$ cat config.mk
export PLATFORM = sky130hd
export DESIGN_NAME = lite_rd_mux
export DESIGN_NICKNAME = d
export VERILOG_FILES = /design/src/common/axi_lite_pkg.sv /design/src/common/mux_pkg.sv /design/src/common/ar_chan_if.sv /design/src/rr_arbiter.sv /design/src/sel_fifo.sv /design/src/spill_register.sv /design/src/mux/r_router.sv /design/src/mux/lite_rd_mux.sv
export VERILOG_INCLUDE_DIRS = /design/src /design/src/common
export SDC_FILE = /design/constraint.sdc
export NUM_CORES = 1
export LEC_CHECK = 0
export ABC_CLOCK_PERIOD_IN_PS = 11100
export BUFFER_PORTS_ARGS = -buffer_cell sky130_fd_sc_hd__buf_2
export CAP_MARGIN = 20
export CORE_AREA = 2 2 143 145
export DETAILED_ROUTE_END_ITERATION = 7
export DIE_AREA = 0 0 145 147
export HOLD_SLACK_MARGIN = 0.12
export SLEW_MARGIN = 20
export SYNTH_ARGS = -nofsm -noshare
export SYNTH_HDL_FRONTEND = slang
export SYNTH_SLANG_ARGS = --single-unit
$ cat constraint.sdc
create_clock -name clk_i -period 11.1 [get_ports clk_i]
set_input_delay 2.22 -clock clk_i [delete_from_list [all_inputs] [get_ports clk_i]]
set_output_delay 2.22 -clock clk_i [all_outputs]
set_load 0.005 [all_outputs]
$ cat src/common/lite_mux_consts.svh
`ifndef LITE_MUX_CONSTS_SVH
`define LITE_MUX_CONSTS_SVH

// Slave ports merged onto the one master port
`define LM_NUM_PORTS 4

// Outstanding reads, also the selection FIFO depth
`define LM_MAX_TRANS 4

// AXI4-Lite field widths
`define LM_ADDR_W 32
`define LM_DATA_W 32
`define LM_PROT_W 3
`define LM_RESP_W 2

`endif

$ cat src/common/axi_lite_pkg.sv
`include "lite_mux_consts.svh"

package axi_lite_pkg;

  // Basic AXI4-Lite fields
  typedef logic [`LM_ADDR_W-1:0] addr_t;
  typedef logic [`LM_DATA_W-1:0] data_t;
  // Privileged, secure and instruction flags
  typedef logic [`LM_PROT_W-1:0] prot_t;
  // OKAY, EXOKAY, SLVERR, DECERR
  typedef logic [`LM_RESP_W-1:0] resp_t;

  // Read address channel payload
  typedef struct packed {
    addr_t addr;
    prot_t prot;
  } ar_chan_t;

  // Read data channel payload
  typedef struct packed {
    data_t data;
    resp_t resp;
  } r_chan_t;

endpackage

$ cat src/common/mux_pkg.sv
`include "lite_mux_consts.svh"

package mux_pkg;

  // Index of one slave port
  typedef logic [$clog2(`LM_NUM_PORTS)-1:0] port_sel_t;
  // Selection FIFO fill level, must reach LM_MAX_TRANS
  typedef logic [$clog2(`LM_MAX_TRANS+1)-1:0] fifo_cnt_t;

endpackage

$ cat src/common/ar_chan_if.sv
`timescale 1ns/1ps

interface ar_chan_if;
  import axi_lite_pkg::*;

  // Handshake
  logic  valid;
  logic  ready;
  // Payload, stable while valid waits for ready
  addr_t addr;
  prot_t prot;

  // Sender side
  modport src (
    output valid,
    output addr,
    output prot,
    input  ready
  );

  // Receiver side
  modport dst (
    input  valid,
    input  addr,
    input  prot,
    output ready
  );

endinterface

$ cat src/rr_arbiter.sv
`timescale 1ns/1ps
`include "lite_mux_consts.svh"

module rr_arbiter (
  input  logic                                    clk_i,
  input  logic                                    rst_n_i,
  input  logic                [`LM_NUM_PORTS-1:0] req_valid_i,
  input  axi_lite_pkg::addr_t [`LM_NUM_PORTS-1:0] req_addr_i,
  input  axi_lite_pkg::prot_t [`LM_NUM_PORTS-1:0] req_prot_i,
  output logic                [`LM_NUM_PORTS-1:0] req_ready_o,
  ar_chan_if.src                                  ar_o,
  output mux_pkg::port_sel_t                      sel_o
);
  import mux_pkg::*;

  localparam int unsigned num_ports = `LM_NUM_PORTS;

  // Round-robin pointer, first port to look at
  port_sel_t rr_q;
  // Lock on an offered but not yet granted request
  logic      lock_q;
  port_sel_t lock_idx_q;
  // Search result and final choice
  port_sel_t found;
  port_sel_t sel;
  logic      xfer;

  // --------------------------------------------------
  // Port search
  // --------------------------------------------------
  // First valid port at or after the pointer
  always_comb begin
    int unsigned idx;
    logic        hit;
    found = rr_q;
    hit   = 1'b0;
    for (int unsigned k = 0; k < num_ports; k++) begin
      idx = (int'(rr_q) + k) % num_ports;
      if (!hit && req_valid_i[idx]) begin
        found = port_sel_t'(idx);
        hit   = 1'b1;
      end
    end
  end

  // Locked index wins so valid and payload stay put
  assign sel = lock_q ? lock_idx_q : found;

  // Forward the chosen request
  assign ar_o.valid = req_valid_i[sel];
  assign ar_o.addr  = req_addr_i[sel];
  assign ar_o.prot  = req_prot_i[sel];
  assign sel_o      = sel;
  assign xfer       = ar_o.valid & ar_o.ready;

  // Grant only the chosen port, same cycle
  always_comb begin
    req_ready_o      = '0;
    req_ready_o[sel] = xfer;
  end

  // --------------------------------------------------
  // Pointer and lock state
  // --------------------------------------------------
  always_ff @(posedge clk_i) begin
    if (!rst_n_i) begin
      rr_q       <= '0;
      lock_q     <= 1'b0;
      lock_idx_q <= '0;
    end else begin
      if (xfer) begin
        // Step past the winner
        lock_q <= 1'b0;
        rr_q   <= (sel == port_sel_t'(num_ports - 1)) ? '0 : port_sel_t'(sel + 1'b1);
      end else if (ar_o.valid) begin
        // Offered, not taken
        lock_q <= 1'b1;
      end
      // Track the search while free
      if (!lock_q) begin
        lock_idx_q <= found;
      end
    end
  end

endmodule

$ cat src/sel_fifo.sv
`timescale 1ns/1ps
`include "lite_mux_consts.svh"

module sel_fifo (
  input  logic               clk_i,
  input  logic               rst_n_i,
  input  logic               push_i,
  input  mux_pkg::port_sel_t data_i,
  input  logic               pop_i,
  output mux_pkg::port_sel_t head_o,
  output logic               full_o,
  output logic               empty_o
);
  import mux_pkg::*;

  localparam int unsigned depth = `LM_MAX_TRANS;
  localparam int unsigned ptr_w = (depth > 1) ? $clog2(depth) : 1;

  typedef logic [ptr_w-1:0] ptr_t;

  // Port indices of outstanding reads
  port_sel_t mem_q [depth];
  ptr_t      wr_ptr_q;
  ptr_t      rd_ptr_q;
  fifo_cnt_t cnt_q;
  logic      do_push;
  logic      do_pop;

  // Circular pointer step
  function automatic ptr_t ptr_inc(ptr_t p);
    return (p == ptr_t'(depth - 1)) ? '0 : ptr_t'(p + 1'b1);
  endfunction

  // Flags off the registered count
  assign full_o  = (cnt_q == fifo_cnt_t'(depth));
  assign empty_o = (cnt_q == '0);
  assign do_push = push_i & ~full_o;
  assign do_pop  = pop_i & ~empty_o;
  assign head_o  = mem_q[rd_ptr_q];

  // Storage
  always_ff @(posedge clk_i) begin
    if (do_push) begin
      mem_q[wr_ptr_q] <= data_i;
    end
  end

  // Pointers and fill level
  always_ff @(posedge clk_i) begin
    if (!rst_n_i) begin
      wr_ptr_q <= '0;
      rd_ptr_q <= '0;
      cnt_q    <= '0;
    end else begin
      if (do_push) begin
        wr_ptr_q <= ptr_inc(wr_ptr_q);
      end
      if (do_pop) begin
        rd_ptr_q <= ptr_inc(rd_ptr_q);
      end
      // Push with pop leaves the count alone
      if (do_push && !do_pop) begin
        cnt_q <= cnt_q + 1'b1;
      end else if (!do_push && do_pop) begin
        cnt_q <= cnt_q - 1'b1;
      end
    end
  end

endmodule

$ cat src/spill_register.sv
`timescale 1ns/1ps

module spill_register (
  input  logic   clk_i,
  input  logic   rst_n_i,
  ar_chan_if.dst in_i,
  ar_chan_if.src out_o
);
  import axi_lite_pkg::*;

  // Slot A takes input, slot B catches overflow
  ar_chan_t a_data_q;
  ar_chan_t b_data_q;
  logic     a_full_q;
  logic     b_full_q;
  ar_chan_t in_data;
  ar_chan_t out_data;
  logic     a_fill;
  logic     a_drain;
  logic     b_fill;
  logic     b_drain;

  assign in_data = '{addr: in_i.addr, prot: in_i.prot};

  // --------------------------------------------------
  // Slot A
  // --------------------------------------------------
  assign a_fill  = in_i.valid & in_i.ready;
  // A empties whenever B is free
  assign a_drain = a_full_q & ~b_full_q;

  always_ff @(posedge clk_i) begin
    if (a_fill) begin
      a_data_q <= in_data;
    end
  end

  always_ff @(posedge clk_i) begin
    if (!rst_n_i) begin
      a_full_q <= 1'b0;
    end else if (a_fill || a_drain) begin
      a_full_q <= a_fill;
    end
  end

  // --------------------------------------------------
  // Slot B
  // --------------------------------------------------
  // Catch A when the master stalls
  assign b_fill  = a_drain & ~out_o.ready;
  assign b_drain = b_full_q & out_o.ready;

  always_ff @(posedge clk_i) begin
    if (b_fill) begin
      b_data_q <= a_data_q;
    end
  end

  always_ff @(posedge clk_i) begin
    if (!rst_n_i) begin
      b_full_q <= 1'b0;
    end else if (b_fill || b_drain) begin
      b_full_q <= b_fill;
    end
  end

  // Ready from flops only, no path from master ready
  assign in_i.ready  = ~a_full_q | ~b_full_q;
  // B is older, goes out first
  assign out_data    = b_full_q ? b_data_q : a_data_q;
  assign out_o.valid = a_full_q | b_full_q;
  assign out_o.addr  = out_data.addr;
  assign out_o.prot  = out_data.prot;

endmodule

$ cat src/mux/r_router.sv
`timescale 1ns/1ps
`include "lite_mux_consts.svh"

module r_router (
  input  mux_pkg::port_sel_t                      sel_i,
  input  logic                                    empty_i,
  output logic                                    pop_o,
  input  logic                                    mst_r_valid_i,
  input  axi_lite_pkg::data_t                     mst_r_data_i,
  input  axi_lite_pkg::resp_t                     mst_r_resp_i,
  output logic                                    mst_r_ready_o,
  output logic                [`LM_NUM_PORTS-1:0] slv_r_valid_o,
  output axi_lite_pkg::data_t [`LM_NUM_PORTS-1:0] slv_r_data_o,
  output axi_lite_pkg::resp_t [`LM_NUM_PORTS-1:0] slv_r_resp_o,
  input  logic                [`LM_NUM_PORTS-1:0] slv_r_ready_i
);
  import axi_lite_pkg::*;
  import mux_pkg::*;

  r_chan_t r_chan;
  // Some read outstanding
  logic    active;

  assign r_chan = '{data: mst_r_data_i, resp: mst_r_resp_i};
  assign active = ~empty_i;

  // Payload fans out, valid only to FIFO head port
  for (genvar i = 0; i < `LM_NUM_PORTS; i++) begin : gen_slv_r
    assign slv_r_data_o[i]  = r_chan.data;
    assign slv_r_resp_o[i]  = r_chan.resp;
    assign slv_r_valid_o[i] = mst_r_valid_i & active & (sel_i == port_sel_t'(i));
  end

  // Back-pressure from the head port only
  assign mst_r_ready_o = active & slv_r_ready_i[sel_i];
  // Response done, next outstanding read
  assign pop_o         = mst_r_valid_i & mst_r_ready_o;

endmodule

$ cat src/mux/lite_rd_mux.sv
`timescale 1ns/1ps
`include "lite_mux_consts.svh"

module lite_rd_mux (
  input  logic                                    clk_i,
  input  logic                                    rst_n_i,
  // Slave AR
  input  logic                [`LM_NUM_PORTS-1:0] slv_ar_valid_i,
  input  axi_lite_pkg::addr_t [`LM_NUM_PORTS-1:0] slv_ar_addr_i,
  input  axi_lite_pkg::prot_t [`LM_NUM_PORTS-1:0] slv_ar_prot_i,
  output logic                [`LM_NUM_PORTS-1:0] slv_ar_ready_o,
  // Slave R
  output logic                [`LM_NUM_PORTS-1:0] slv_r_valid_o,
  output axi_lite_pkg::data_t [`LM_NUM_PORTS-1:0] slv_r_data_o,
  output axi_lite_pkg::resp_t [`LM_NUM_PORTS-1:0] slv_r_resp_o,
  input  logic                [`LM_NUM_PORTS-1:0] slv_r_ready_i,
  // Master AR
  output logic                                    mst_ar_valid_o,
  output axi_lite_pkg::addr_t                     mst_ar_addr_o,
  output axi_lite_pkg::prot_t                     mst_ar_prot_o,
  input  logic                                    mst_ar_ready_i,
  // Master R
  input  logic                                    mst_r_valid_i,
  input  axi_lite_pkg::data_t                     mst_r_data_i,
  input  axi_lite_pkg::resp_t                     mst_r_resp_i,
  output logic                                    mst_r_ready_o
);
  import mux_pkg::*;

  // Arbiter to spill register, spill register to master
  ar_chan_if arb_ar ();
  ar_chan_if mst_ar ();

  logic [`LM_NUM_PORTS-1:0] arb_req_valid;
  port_sel_t                ar_sel;
  port_sel_t                r_sel;
  logic                     fifo_full;
  logic                     fifo_empty;
  logic                     fifo_push;
  logic                     fifo_pop;

  // --------------------------------------------------
  // AR arbitration
  // --------------------------------------------------
  // Requests hidden while the FIFO is full
  // Lock cannot be held then, full rises only on a transfer
  assign arb_req_valid = slv_ar_valid_i & {`LM_NUM_PORTS{~fifo_full}};

  rr_arbiter i_rr_arbiter (
    .clk_i       (clk_i),
    .rst_n_i     (rst_n_i),
    .req_valid_i (arb_req_valid),
    .req_addr_i  (slv_ar_addr_i),
    .req_prot_i  (slv_ar_prot_i),
    .req_ready_o (slv_ar_ready_o),
    .ar_o        (arb_ar),
    .sel_o       (ar_sel)
  );

  // Record the winner on every accepted AR
  assign fifo_push = arb_ar.valid & arb_ar.ready;

  sel_fifo i_sel_fifo (
    .clk_i   (clk_i),
    .rst_n_i (rst_n_i),
    .push_i  (fifo_push),
    .data_i  (ar_sel),
    .pop_i   (fifo_pop),
    .head_o  (r_sel),
    .full_o  (fifo_full),
    .empty_o (fifo_empty)
  );

  // One cycle to the master port
  spill_register i_ar_spill (
    .clk_i   (clk_i),
    .rst_n_i (rst_n_i),
    .in_i    (arb_ar),
    .out_o   (mst_ar)
  );

  assign mst_ar_valid_o = mst_ar.valid;
  assign mst_ar_addr_o  = mst_ar.addr;
  assign mst_ar_prot_o  = mst_ar.prot;
  assign mst_ar.ready   = mst_ar_ready_i;

  // --------------------------------------------------
  // R routing, in order
  // --------------------------------------------------
  r_router i_r_router (
    .sel_i         (r_sel),
    .empty_i       (fifo_empty),
    .pop_o         (fifo_pop),
    .mst_r_valid_i (mst_r_valid_i),
    .mst_r_data_i  (mst_r_data_i),
    .mst_r_resp_i  (mst_r_resp_i),
    .mst_r_ready_o (mst_r_ready_o),
    .slv_r_valid_o (slv_r_valid_o),
    .slv_r_data_o  (slv_r_data_o),
    .slv_r_resp_o  (slv_r_resp_o),
    .slv_r_ready_i (slv_r_ready_i)
  );

endmodule

# After elaboration in Yosys (flattened, before gate mapping)
# Memory sizes are Yosys's and may differ from the RTL's. A register that Yosys moved wholly into a read port is not among the register bits.
# Cells that the tools add are included.
# word_totals
regBits	84
ramBits	8
wordCells	110
n_memories	1
# op_classes
add_sub_neg	8
n_lt_le_gt_ge	7
n_eq_ne	7
muxes	35
bitwise	23
n_reduce_logical	17
# mem_list
name	words	word_bits	read_ports	rd_ports_with_merged_regs	wr	line	rtl
i_sel_fifo.mem_q	4	2	1	1	1	sel_fifo.sv:22	port_sel_t mem_q [depth];
# ops
cell	n
binary-select mux 32 bit (select 2 bit)	1
two-way mux 35 bit	1
two-way mux 32 bit	1
< comparator 2 x 3 -> 1 bit, second input constant	6
two-way mux 2 bit	9
AND 1 bit	13
binary-select mux 1 bit (select 2 bit)	6
two-way mux 1 bit	12
== test 2 bit, second input constant	5
two-way mux 3 bit	3
adder 2 x 1 -> 2 bit, second input constant	4
AND 4 bit	2
binary-select mux 3 bit (select 2 bit)	1
logical AND 1 bit	6
NOT 1 bit	6
zero test 1 bit	5
adder 2 bit, second input constant	2
adder 3 x 1 -> 3 bit, second input constant	1
== test 3 bit, second input constant	1
zero test 3 bit	1
subtractor 3 x 1 -> 3 bit, second input constant	1
demux 1 bit (select 2 bit)	1
== test 2 x 1 -> 1 bit, second input constant	1
greater-or-equal comparator 2 x 1 -> 1 bit, second input constant	1
5 further kinds	7

# Longest topological paths before layout
# Gate-level depths: netlist of run 1.
# depth
word_depth	24
ltp_mapped	14
mapped_depth_nobuf	12

# Cells and area by module
# From an unflattened synthesis of run 1, not the netlist that was laid out.
# hier_totals
cells_unflattened	506
area_unflattened_um2	6222.2
# modules_own_cells
mod	n_inst	cells_per_inst	area_each_um2	seq_area_each_um2
spill_register	1	118	2650.0	2142.1
rr_arbiter	1	179	1670.4	100.1
r_router	1	143	1099.8	0.0
sel_fifo	1	61	770.7	420.4
lite_rd_mux	1	5	31.3	0.0

# Least setup slack after synthesis of run 1
# No wires, ideal clock.
# synth_path
path_type	input to output
from	input port slv_ar_valid_i[1]
to	output port slv_ar_ready_o[3]
arrival_ns	4.156
setup_slack_ns	4.724
path_stages	9
path_cell_list	clkbuf_1 mux2_2 o221ai_1 nand3_1 nand3_1 inv_2 buf_1 ha_1 and3_1
# synth_via
elab_chain_cells	19
# synth_lines
item	line	rtl
start, declared	lite_rd_mux.sv:8	input logic [`LM_NUM_PORTS-1:0] slv_ar_valid_i,
AND 4 bit *	lite_rd_mux.sv:47	assign arb_req_valid = slv_ar_valid_i & {`LM_NUM_PORTS{~fifo_full}};
binary-select mux 1 bit (select 2 bit)	rr_arbiter.sv:39	if (!hit && req_valid_i[idx]) begin
two-way mux 1 bit (implied by the code)	rr_arbiter.sv:39	
two-way mux 1 bit	rr_arbiter.sv:39	
zero test 1 bit	rr_arbiter.sv:39	
logical AND 1 bit	rr_arbiter.sv:39	
two-way mux 1 bit	rr_arbiter.sv:39	
zero test 1 bit	rr_arbiter.sv:39	
[... 4 more ...]	--	
two-way mux 2 bit *	rr_arbiter.sv:39	
two-way mux 2 bit *	rr_arbiter.sv:47	assign sel = lock_q ? lock_idx_q : found;
via ar_sel[1]	lite_rd_mux.sv:35	port_sel_t ar_sel;
< comparator 2 x 3 -> 1 bit (implied by the code) / greater-or-equal comparator 2 x 1 -> 1 bit (equally long branches)	rr_arbiter.sv:59	req_ready_o[sel] = xfer;
logical AND 1 bit (implied by the code)	rr_arbiter.sv:59	
two-way mux 1 bit (implied by the code)	rr_arbiter.sv:59	
demux 1 bit (select 2 bit)	--	
AND 4 bit (no source line) *	--	
end, declared	lite_rd_mux.sv:11	output logic [`LM_NUM_PORTS-1:0] slv_ar_ready_o,
# The timed path passes the listed nets; every way through them passes the cells marked *. The select of a mux whose other input is x is not followed.

# Worst setup path in the final report of run 1
# layout_path
from	input port slv_ar_valid_i[3]
to	output port slv_ar_ready_o[3]
# The elaborated chain is that of the path after synthesis.

==> results of run 1 <==
-- registers in the layout, indices dropped and copies added (netlist names), named ones only --
| register | count |
|---|---|
| i_ar_spill.a_data_q | 35 |
| i_ar_spill.b_data_q | 35 |
| i_sel_fifo.mem_q | 8 |
| i_sel_fifo.cnt_q | 3 |
| i_rr_arbiter.lock_idx_q | 2 |
| i_rr_arbiter.rr_q | 2 |
| i_sel_fifo.rd_ptr_q | 2 |
| i_sel_fifo.wr_ptr_q | 2 |
| i_ar_spill.a_full_q | 1 |
| i_ar_spill.b_full_q | 1 |
| i_rr_arbiter.lock_q | 1 |
-- area by class of cell --
cell class                 instances  share of cell area
clock buffer                       9             0.03264
tap                              270             0.04896
sequential                        94              0.3860
multi-input combinational        279              0.3645
timing repair buffer             202              0.1505
clock inverter                     7             0.01306
inverter                           8            0.004352
-- worst max-delay path: stages --
cell	delay, ps
buf_2	220
and4b_1	220
or4_4	520
o21ai_2	190
xnor2_2	120
mux2i_4	160
buf_4	420
inv_2	120
ha_1	210
and3_1	170
buf_2	130
-- worst min path at each step --
stage	start	end	slack [ps]
finish	i_ar_spill.a_data_q[16]	i_ar_spill.b_data_q[16]	440
global route	i_ar_spill.a_data_q[0]	i_ar_spill.b_data_q[0]	450
CTS	i_ar_spill.a_data_q[16]	i_ar_spill.b_data_q[16]	450
detailed placement	i_ar_spill.a_data_q[29]	i_ar_spill.b_data_q[29]	430
global placement	i_ar_spill.a_data_q[15]	i_ar_spill.b_data_q[15]	420
floorplan	i_ar_spill.a_data_q[0]	i_ar_spill.b_data_q[0]	420
-- kinds of logic after synthesis --
kind of cell               after synthesis  share of synthesized area
AOI/OAI and AO/OA                       39                    0.04486
DFF                                     94                     0.4132
and+or+nand+nor                         75                    0.06602
muxes                                  151                     0.2497
buffers and inverters                  170                     0.1984
adders and majority gates               11                    0.02252
xor gates and xnor gates                 3                   0.005244
-- through the flow --
stage | hold WS (ps) | area (um^2) | worst slack, ps
after global routing | 454.6 | 6900 | 3978
after detailed placement | 430.7 | 6565 | 4149
after global placement | 423.3 | 6565 | 4174
final | 444.5 | 6900 | 4163
after CTS | 447.8 | 6880 | 4144
after floorplan | 422.2 | 6444 | 4725
-- layer usage --
layer  global-route usage  vias to the layer above
met4              0.04158                        0
li1                     -                     1937
met2               0.2114                      162
met5                    0                        -
met1               0.1456                     1785
met3              0.04379                       20
-- placed cells by master (no fill, tap or decap), types with 4 or more instances in the layout --
cell type	count
a21oi_1	8
and3_1	11
buf_2	196
buf_4	5
clkbuf_16	9
dfxtp_1	15
edfxtp_1	78
ha_1	10
inv_1	5
mux2_2	37
mux2i_1	109
nand2_1	11
nand3_1	6
nor2_1	15
nor3b_1	4
o21ai_0	7
-- power by group through the flow --
stage	combinational (mW)	clock, mW	sequential, mW
final	0.863	0.328	0.651
after global routing	0.955	0.356	0.669
after CTS	0.874	0.342	0.656
after detailed placement	0.870	0	0.664
after global placement	0.863	0	0.655
after floorplan	0.732	0	0.637
==> summary.md, run 1 <==
| Metric | Value |
|---|---|
| Final setup fails | `0` |
| CTS sink cnt | `94` |
| Top cells by count, synth | `136 x buf_4, 109 x mux2i_1, 78 x edfxtp_1, 37 x mux2_2` |
| Number of diodes | `0` |
| Fin. Hold Viols | `0` |
| Nets | `791` |
| Int Pwr | `1.176 mW` |
| Startpoint types | `primary input` |
| Initial antenna violation count | `0` |
| Post-synth EDFFs | `78` |
| H-tree level count | `3` |
| Top layer reached by signal wires | `met4` |
| WL met3 | `1010 um` |
| Port bufs | `196` |
| Via density | `4.493` |
| M1 wire length | `5746 um` |
| Post-CTS Setup Inserts | `0` |
| Rel. slew slack | `0.3896` |
| Cell area after synthesis | `6444 um^2` |
| Peak VDD IR | `137.4 uV` |
| Clock network power share | `0.178` |
| WL met2 | `6425 um` |
| Fin util | `0.3477` |
| Synth Flop Type | `edfxtp_1` |
| RR Endpoint | `i_ar_spill.a_data_q[0]` |
| Max_cap viols | `0` |
| Fin. max-slew vios | `0` |
| Clk slew on worst S/H paths | `70 ps` |
| Post-route DRC | `0` |
| Clock Path Buffers | `2` |
| CP startpoint | `slv_ar_valid_i[3]` |
| Die Wd | `145 um` |
| WP data required | `8880 ps` |
| Most frequent cell after synthesis | `buf_4` |
| Worst reg2reg path depth | `9` |
| Number of global-route vias before repair | `3,964` |
| Largest net degree at the start of global routing | `51` |
| Crit Path Class | `in -> out` |
| Hold Crit Class | `reg -> reg` |
| Die height | `147 um` |
| DR vias | `3,904` |
| Setup TNS | `0 ps` |
| Routability cong. | `0.8211` |
| Status | `completed` |
| Root Buffer | `clkbuf_16` |
| Area of the multi-input gates | `2515 um^2` |
| Setup Skew | `7.405 ps` |
| Drt pass-1 iters | `4` |
| Cts repair resizes | `0` |
| Synth warnings | `0` |
| Sequential cell area fraction in the yosys report | `0.4132` |
| LEAKAGE | `3.066 nW` |
| Critical Path AT | `4720 ps` |
| PD cells | `267.0 nW/um^2` |
| Crit path max fanout | `26` |
| TritonCTS clock tree | `built` |
| Switching Share | `0.3616` |
| Placed Instances | `852` |
| Final period utilization | `0.6249` |
| Area Growth Syn to Fin | `7.087%` |
| Min cycle time layout | `6937 ps` |
| Register area | `2664 um^2` |
| Synth top area share | `0.3635` |
| Flop-to-flop setup slack | `7230 ps` |
| Final cell count without fillers | `869` |
| # fillers | `1,979` |
| Netlist cell types | `60` |
| Combinational power share | `0.469` |
| FFs w/ async S/R, synth | `0` |
| WL final | `13,330 um` |
| GRT Residual Overflow | `0` |
| NetSw | `0.6662 mW` |
| Largest cells by area after synthesis | `edfxtp_1 36%, mux2i_1 17%, buf_4 16%` |
| Highest clock rate | `0.1442 GHz` |
| I/O pins | `367` |
| Leading area contributor after synthesis | `edfxtp_1` |
| Cells after synthesis | `543` |
| Mapped Avg Cell Area | `11.87 um^2` |
| Post-layout power | `1.843 mW` |
| Cells on Worst Hold Path | `0` |
| CP endpoint kind | `output port` |
| Core area | `19,840 um^2` |
| Sequential Power Share | `0.353` |
| Gr usage total | `0.1239` |
| Drt initial violations | `116` |
| Initial Util | `0.3247` |
| Site row count | `52` |
| Capture point of the worst path | `slv_ar_ready_o[3]` |
| RSZ-0062 raised after global routing | `false` |
| Worst-skew pair later-pin latency | `350 ps` |
| Detail Placement HPWL | `9794 um` |
| Fraction of layout cells with a size suffix above 1 | `0.4541` |
| Worst-Margin Slew | `907.5 ps` |
| Syn Nets | `740` |
| Cts hold-fix bufs | `0` |
| R2r startpoint | `i_rr_arbiter.rr_q[0]` |
| DR WL/cell | `15.34 um` |
| Die area | `21,320 um^2` |
| First-pass GRT wire length | `20,640 um` |
| CTS buffer count | `9` |
| Post-DRT Antenna Nets | `0` |
| Yosys reg bits | `94` |
No activity file was read; power rests on OpenSTA's default activity.
==> inputs of run 2 (changes only) <==
ABC_CLOCK_PERIOD_IN_PS = 5700   (was 11100)
CORE_AREA = 2 2 140 142   (was 2 2 143 145)
DIE_AREA = 0 0 142 144   (was 0 0 145 147)
PLACE_DENSITY = 0.67   (was default)
clock period = 5.7 ns   (was 11.1 ns; I/O delays follow)
==> summary.md, run 2 (synthesis gave the netlist of run 1 again) <==
| Metric | Value |
|---|---|
| Status | `completed` |
| Clock network power share | `0.166 (-0.012)` |
| Placed Area | `6533 um^2 (-0.50%)` |
| CP endpoint kind | `output port` |
| First-pass GRT wire length | `20,010 um (-3.0%)` |
| Via density | `4.724 (+5.2%)` |
| Largest net degree at the start of global routing | `63 (+24%)` |
| Nets | `791 (unchanged)` |
| Die height | `144 um (-2.0%)` |
| Setup TNS | `0 ps (unchanged)` |
| Final period utilization | `0.8040` |
| Post-CTS Setup Inserts | `0 (unchanged)` |
| Worst-Margin Slew | `1014 ps (+106.3 ps)` |
| Initial antenna violation count | `1 (+1)` |
| Peak VDD IR | `255.5 uV (+86%)` |
| Most common cell after layout, fill and taps aside | `buf_2` |
| Most frequent cells in the layout | `196 x buf_2, 109 x mux2i_1, 78 x edfxtp_1` |
| Routability cong. | `0.8059 (-1.9%)` |
| Crit path max fanout | `14 (-46%)` |
| Fraction of layout cells with a size suffix above 1 | `0.4541 (unchanged)` |
| Rel. slew slack | `0.3241 (-0.06545)` |
| Gr usage total | `0.1279 (+0.004009)` |
| Initial Util | `0.3377 (+0.01301)` |
| Worst-skew pair later-pin latency | `350 ps (about the same)` |
| WP data required | `4560 ps (-4320 ps)` |
| H-tree level count | `3 (unchanged)` |
| PD cells | `516.0 nW/um^2 (+93%)` |
| Number of global-route vias before repair | `3,747 (-5.5%)` |
| Critical Path AT | `3440 ps (-1280 ps)` |
| Die Wd | `142 um (-2.1%)` |
| Site row count | `51 (-1.9%)` |
| Register area | `2664 um^2 (unchanged)` |
| Min cycle time layout | `4583 ps` |
| Port bufs | `196 (unchanged)` |
| Root Buffer | `clkbuf_16` |
| Switching Share | `0.3622 (+0.0006321)` |
| Drt initial violations | `150 (+29%)` |
| Slowest stage cell on the critical path | `or4_4` |
| CP peak stage delay | `520 ps (about the same)` |
| Crit-path cells | `buf_2, and4b_1, or4_4, o21ai_2, xnor2_2, mux2i_4, buf_4, inv_2, ha_1, and3_1, buf_2` |
| Crit Path Class | `in -> out` |
| GRT Residual Overflow | `0 (unchanged)` |
| Cts hold-fix bufs | `0 (unchanged)` |
| Post-DRT Antenna Nets | `0 (unchanged)` |
| Final Instance Area | `6817 um^2 (-1.2%)` |
| Clk slew on worst S/H paths | `70 ps (about the same)` |
| Cts repair resizes | `0 (unchanged)` |
| # fillers | `1,889 (-4.5%)` |
| RSZ-0062 raised after global routing | `false` |
| WL final | `13,460 um (+0.94%)` |
| Sequential Power Share | `0.365 (+0.012)` |
| Most frequent CP cell | `buf_2` |
| Fin. max-slew vios | `0 (unchanged)` |
| Final setup fails | `0 (unchanged)` |
| Top Registers | `i_ar_spill.a_data_q x35, i_ar_spill.b_data_q x35, i_sel_fifo.mem_q x8` |
| CTS buffer count | `9 (unchanged)` |
| Area Growth Syn to Fin | `5.786%` |
| Drt pass-1 iters | `4 (unchanged)` |
| LEAKAGE | `3.047 nW (-0.60%)` |
| TritonCTS clock tree | `built` |
| Highest clock rate | `0.2182 GHz` |
| NetSw | `1.274 mW (+91%)` |
| Die area | `20,450 um^2 (-4.1%)` |
| DR vias | `3,959 (+1.4%)` |
| Cell family with most CP delay | `simple AND/OR/NAND/NOR gates` |
| Fin. Hold Viols | `0 (unchanged)` |
| DR WL/cell | `16.06 um (+4.7%)` |
| Clock Path Buffers | `2 (unchanged)` |
| Buf+Inv Stages, Crit Path | `4 (unchanged)` |
| I/O pins | `367 (unchanged)` |
| Setup Skew | `10.01 ps (+2.606 ps)` |
| Core area | `19,080 um^2 (-3.9%)` |
| Int Pwr | `2.243 mW (+91%)` |
| Post-route DRC | `0 (unchanged)` |
| Detail Placement HPWL | `9968 um (+1.8%)` |
| Hold Crit Class | `reg -> reg` |
| CTS sink cnt | `94 (unchanged)` |
| Area of the multi-input gates | `2515 um^2 (unchanged)` |
| Max_cap viols | `0 (unchanged)` |
| Combinational power share | `0.468 (about the same)` |
| Startpoint types | `primary input` |
run 2: cell count changes in the layout (fill, tap and decap cells not counted), sizes merged:
| cell | change |
|---|---|
| clkinv | -1 |
| clkbuf | +1 |
| bufinv | -1 |
| diode | +1 |
| inv | +1 |
run 2: per-stage QoR:
step,cells,hold slack [ps],power (mW),util,setup slack [ps]
detailed placement,821,431.3,2.990,0.3424,1126
floorplan,543,422.2,2.665,-,1377
global placement,821,422.5,2.949,0.3424,1165
global route,837,451.3,3.767,0.3571,922.1
CTS,837,447.8,3.587,0.3571,1112
finish,838,443.1,3.517,0.3573,1117
run 2: layout make-up:
class                      count  share of cell area
sequential                    94              0.3908
antenna                        1           0.0003671
inverter                       8            0.004405
timing repair buffer         202              0.1505
clock buffer                  10             0.03359
tap                          238             0.04369
clock inverter                 6            0.007709
multi-input combinational    279              0.3689
run 2: power by group through the flow:
stage	clock, mW	sequential [mW]	combinational [mW]
4_1_cts	0.609	1.29	1.69
5_1_grt	0.628	1.32	1.82
3_3_place_gp	0	1.29	1.66
6_report	0.584	1.29	1.65
3_5_place_dp	0	1.31	1.68
2_1_floorplan	0	1.24	1.42
run 2: path summary, 6_finish.rpt:
check                          startpoint                 endpoint  slack, ps  depth (start not counted)
setup / recovery        slv_ar_valid_i[3]        slv_ar_ready_o[3]       1120                         11
hold / removal    i_ar_spill.a_data_q[32]  i_ar_spill.b_data_q[32]        440                          0
setup reg to reg     i_rr_arbiter.rr_q[0]  i_ar_spill.a_data_q[25]       1790                          9
hold reg to reg   i_ar_spill.a_data_q[32]  i_ar_spill.b_data_q[32]        440                          0
run 2: layer usage:
layer	track usage	wire, um	part of all wire	vias up
li1	-	-	-	1946
met1	0.1581	5656	0.42	1808
met2	0.1993	6450	0.48	192
met3	0.05199	1152	0.086	13
met4	0.05105	199	0.015	0
met5	0	0	0	-
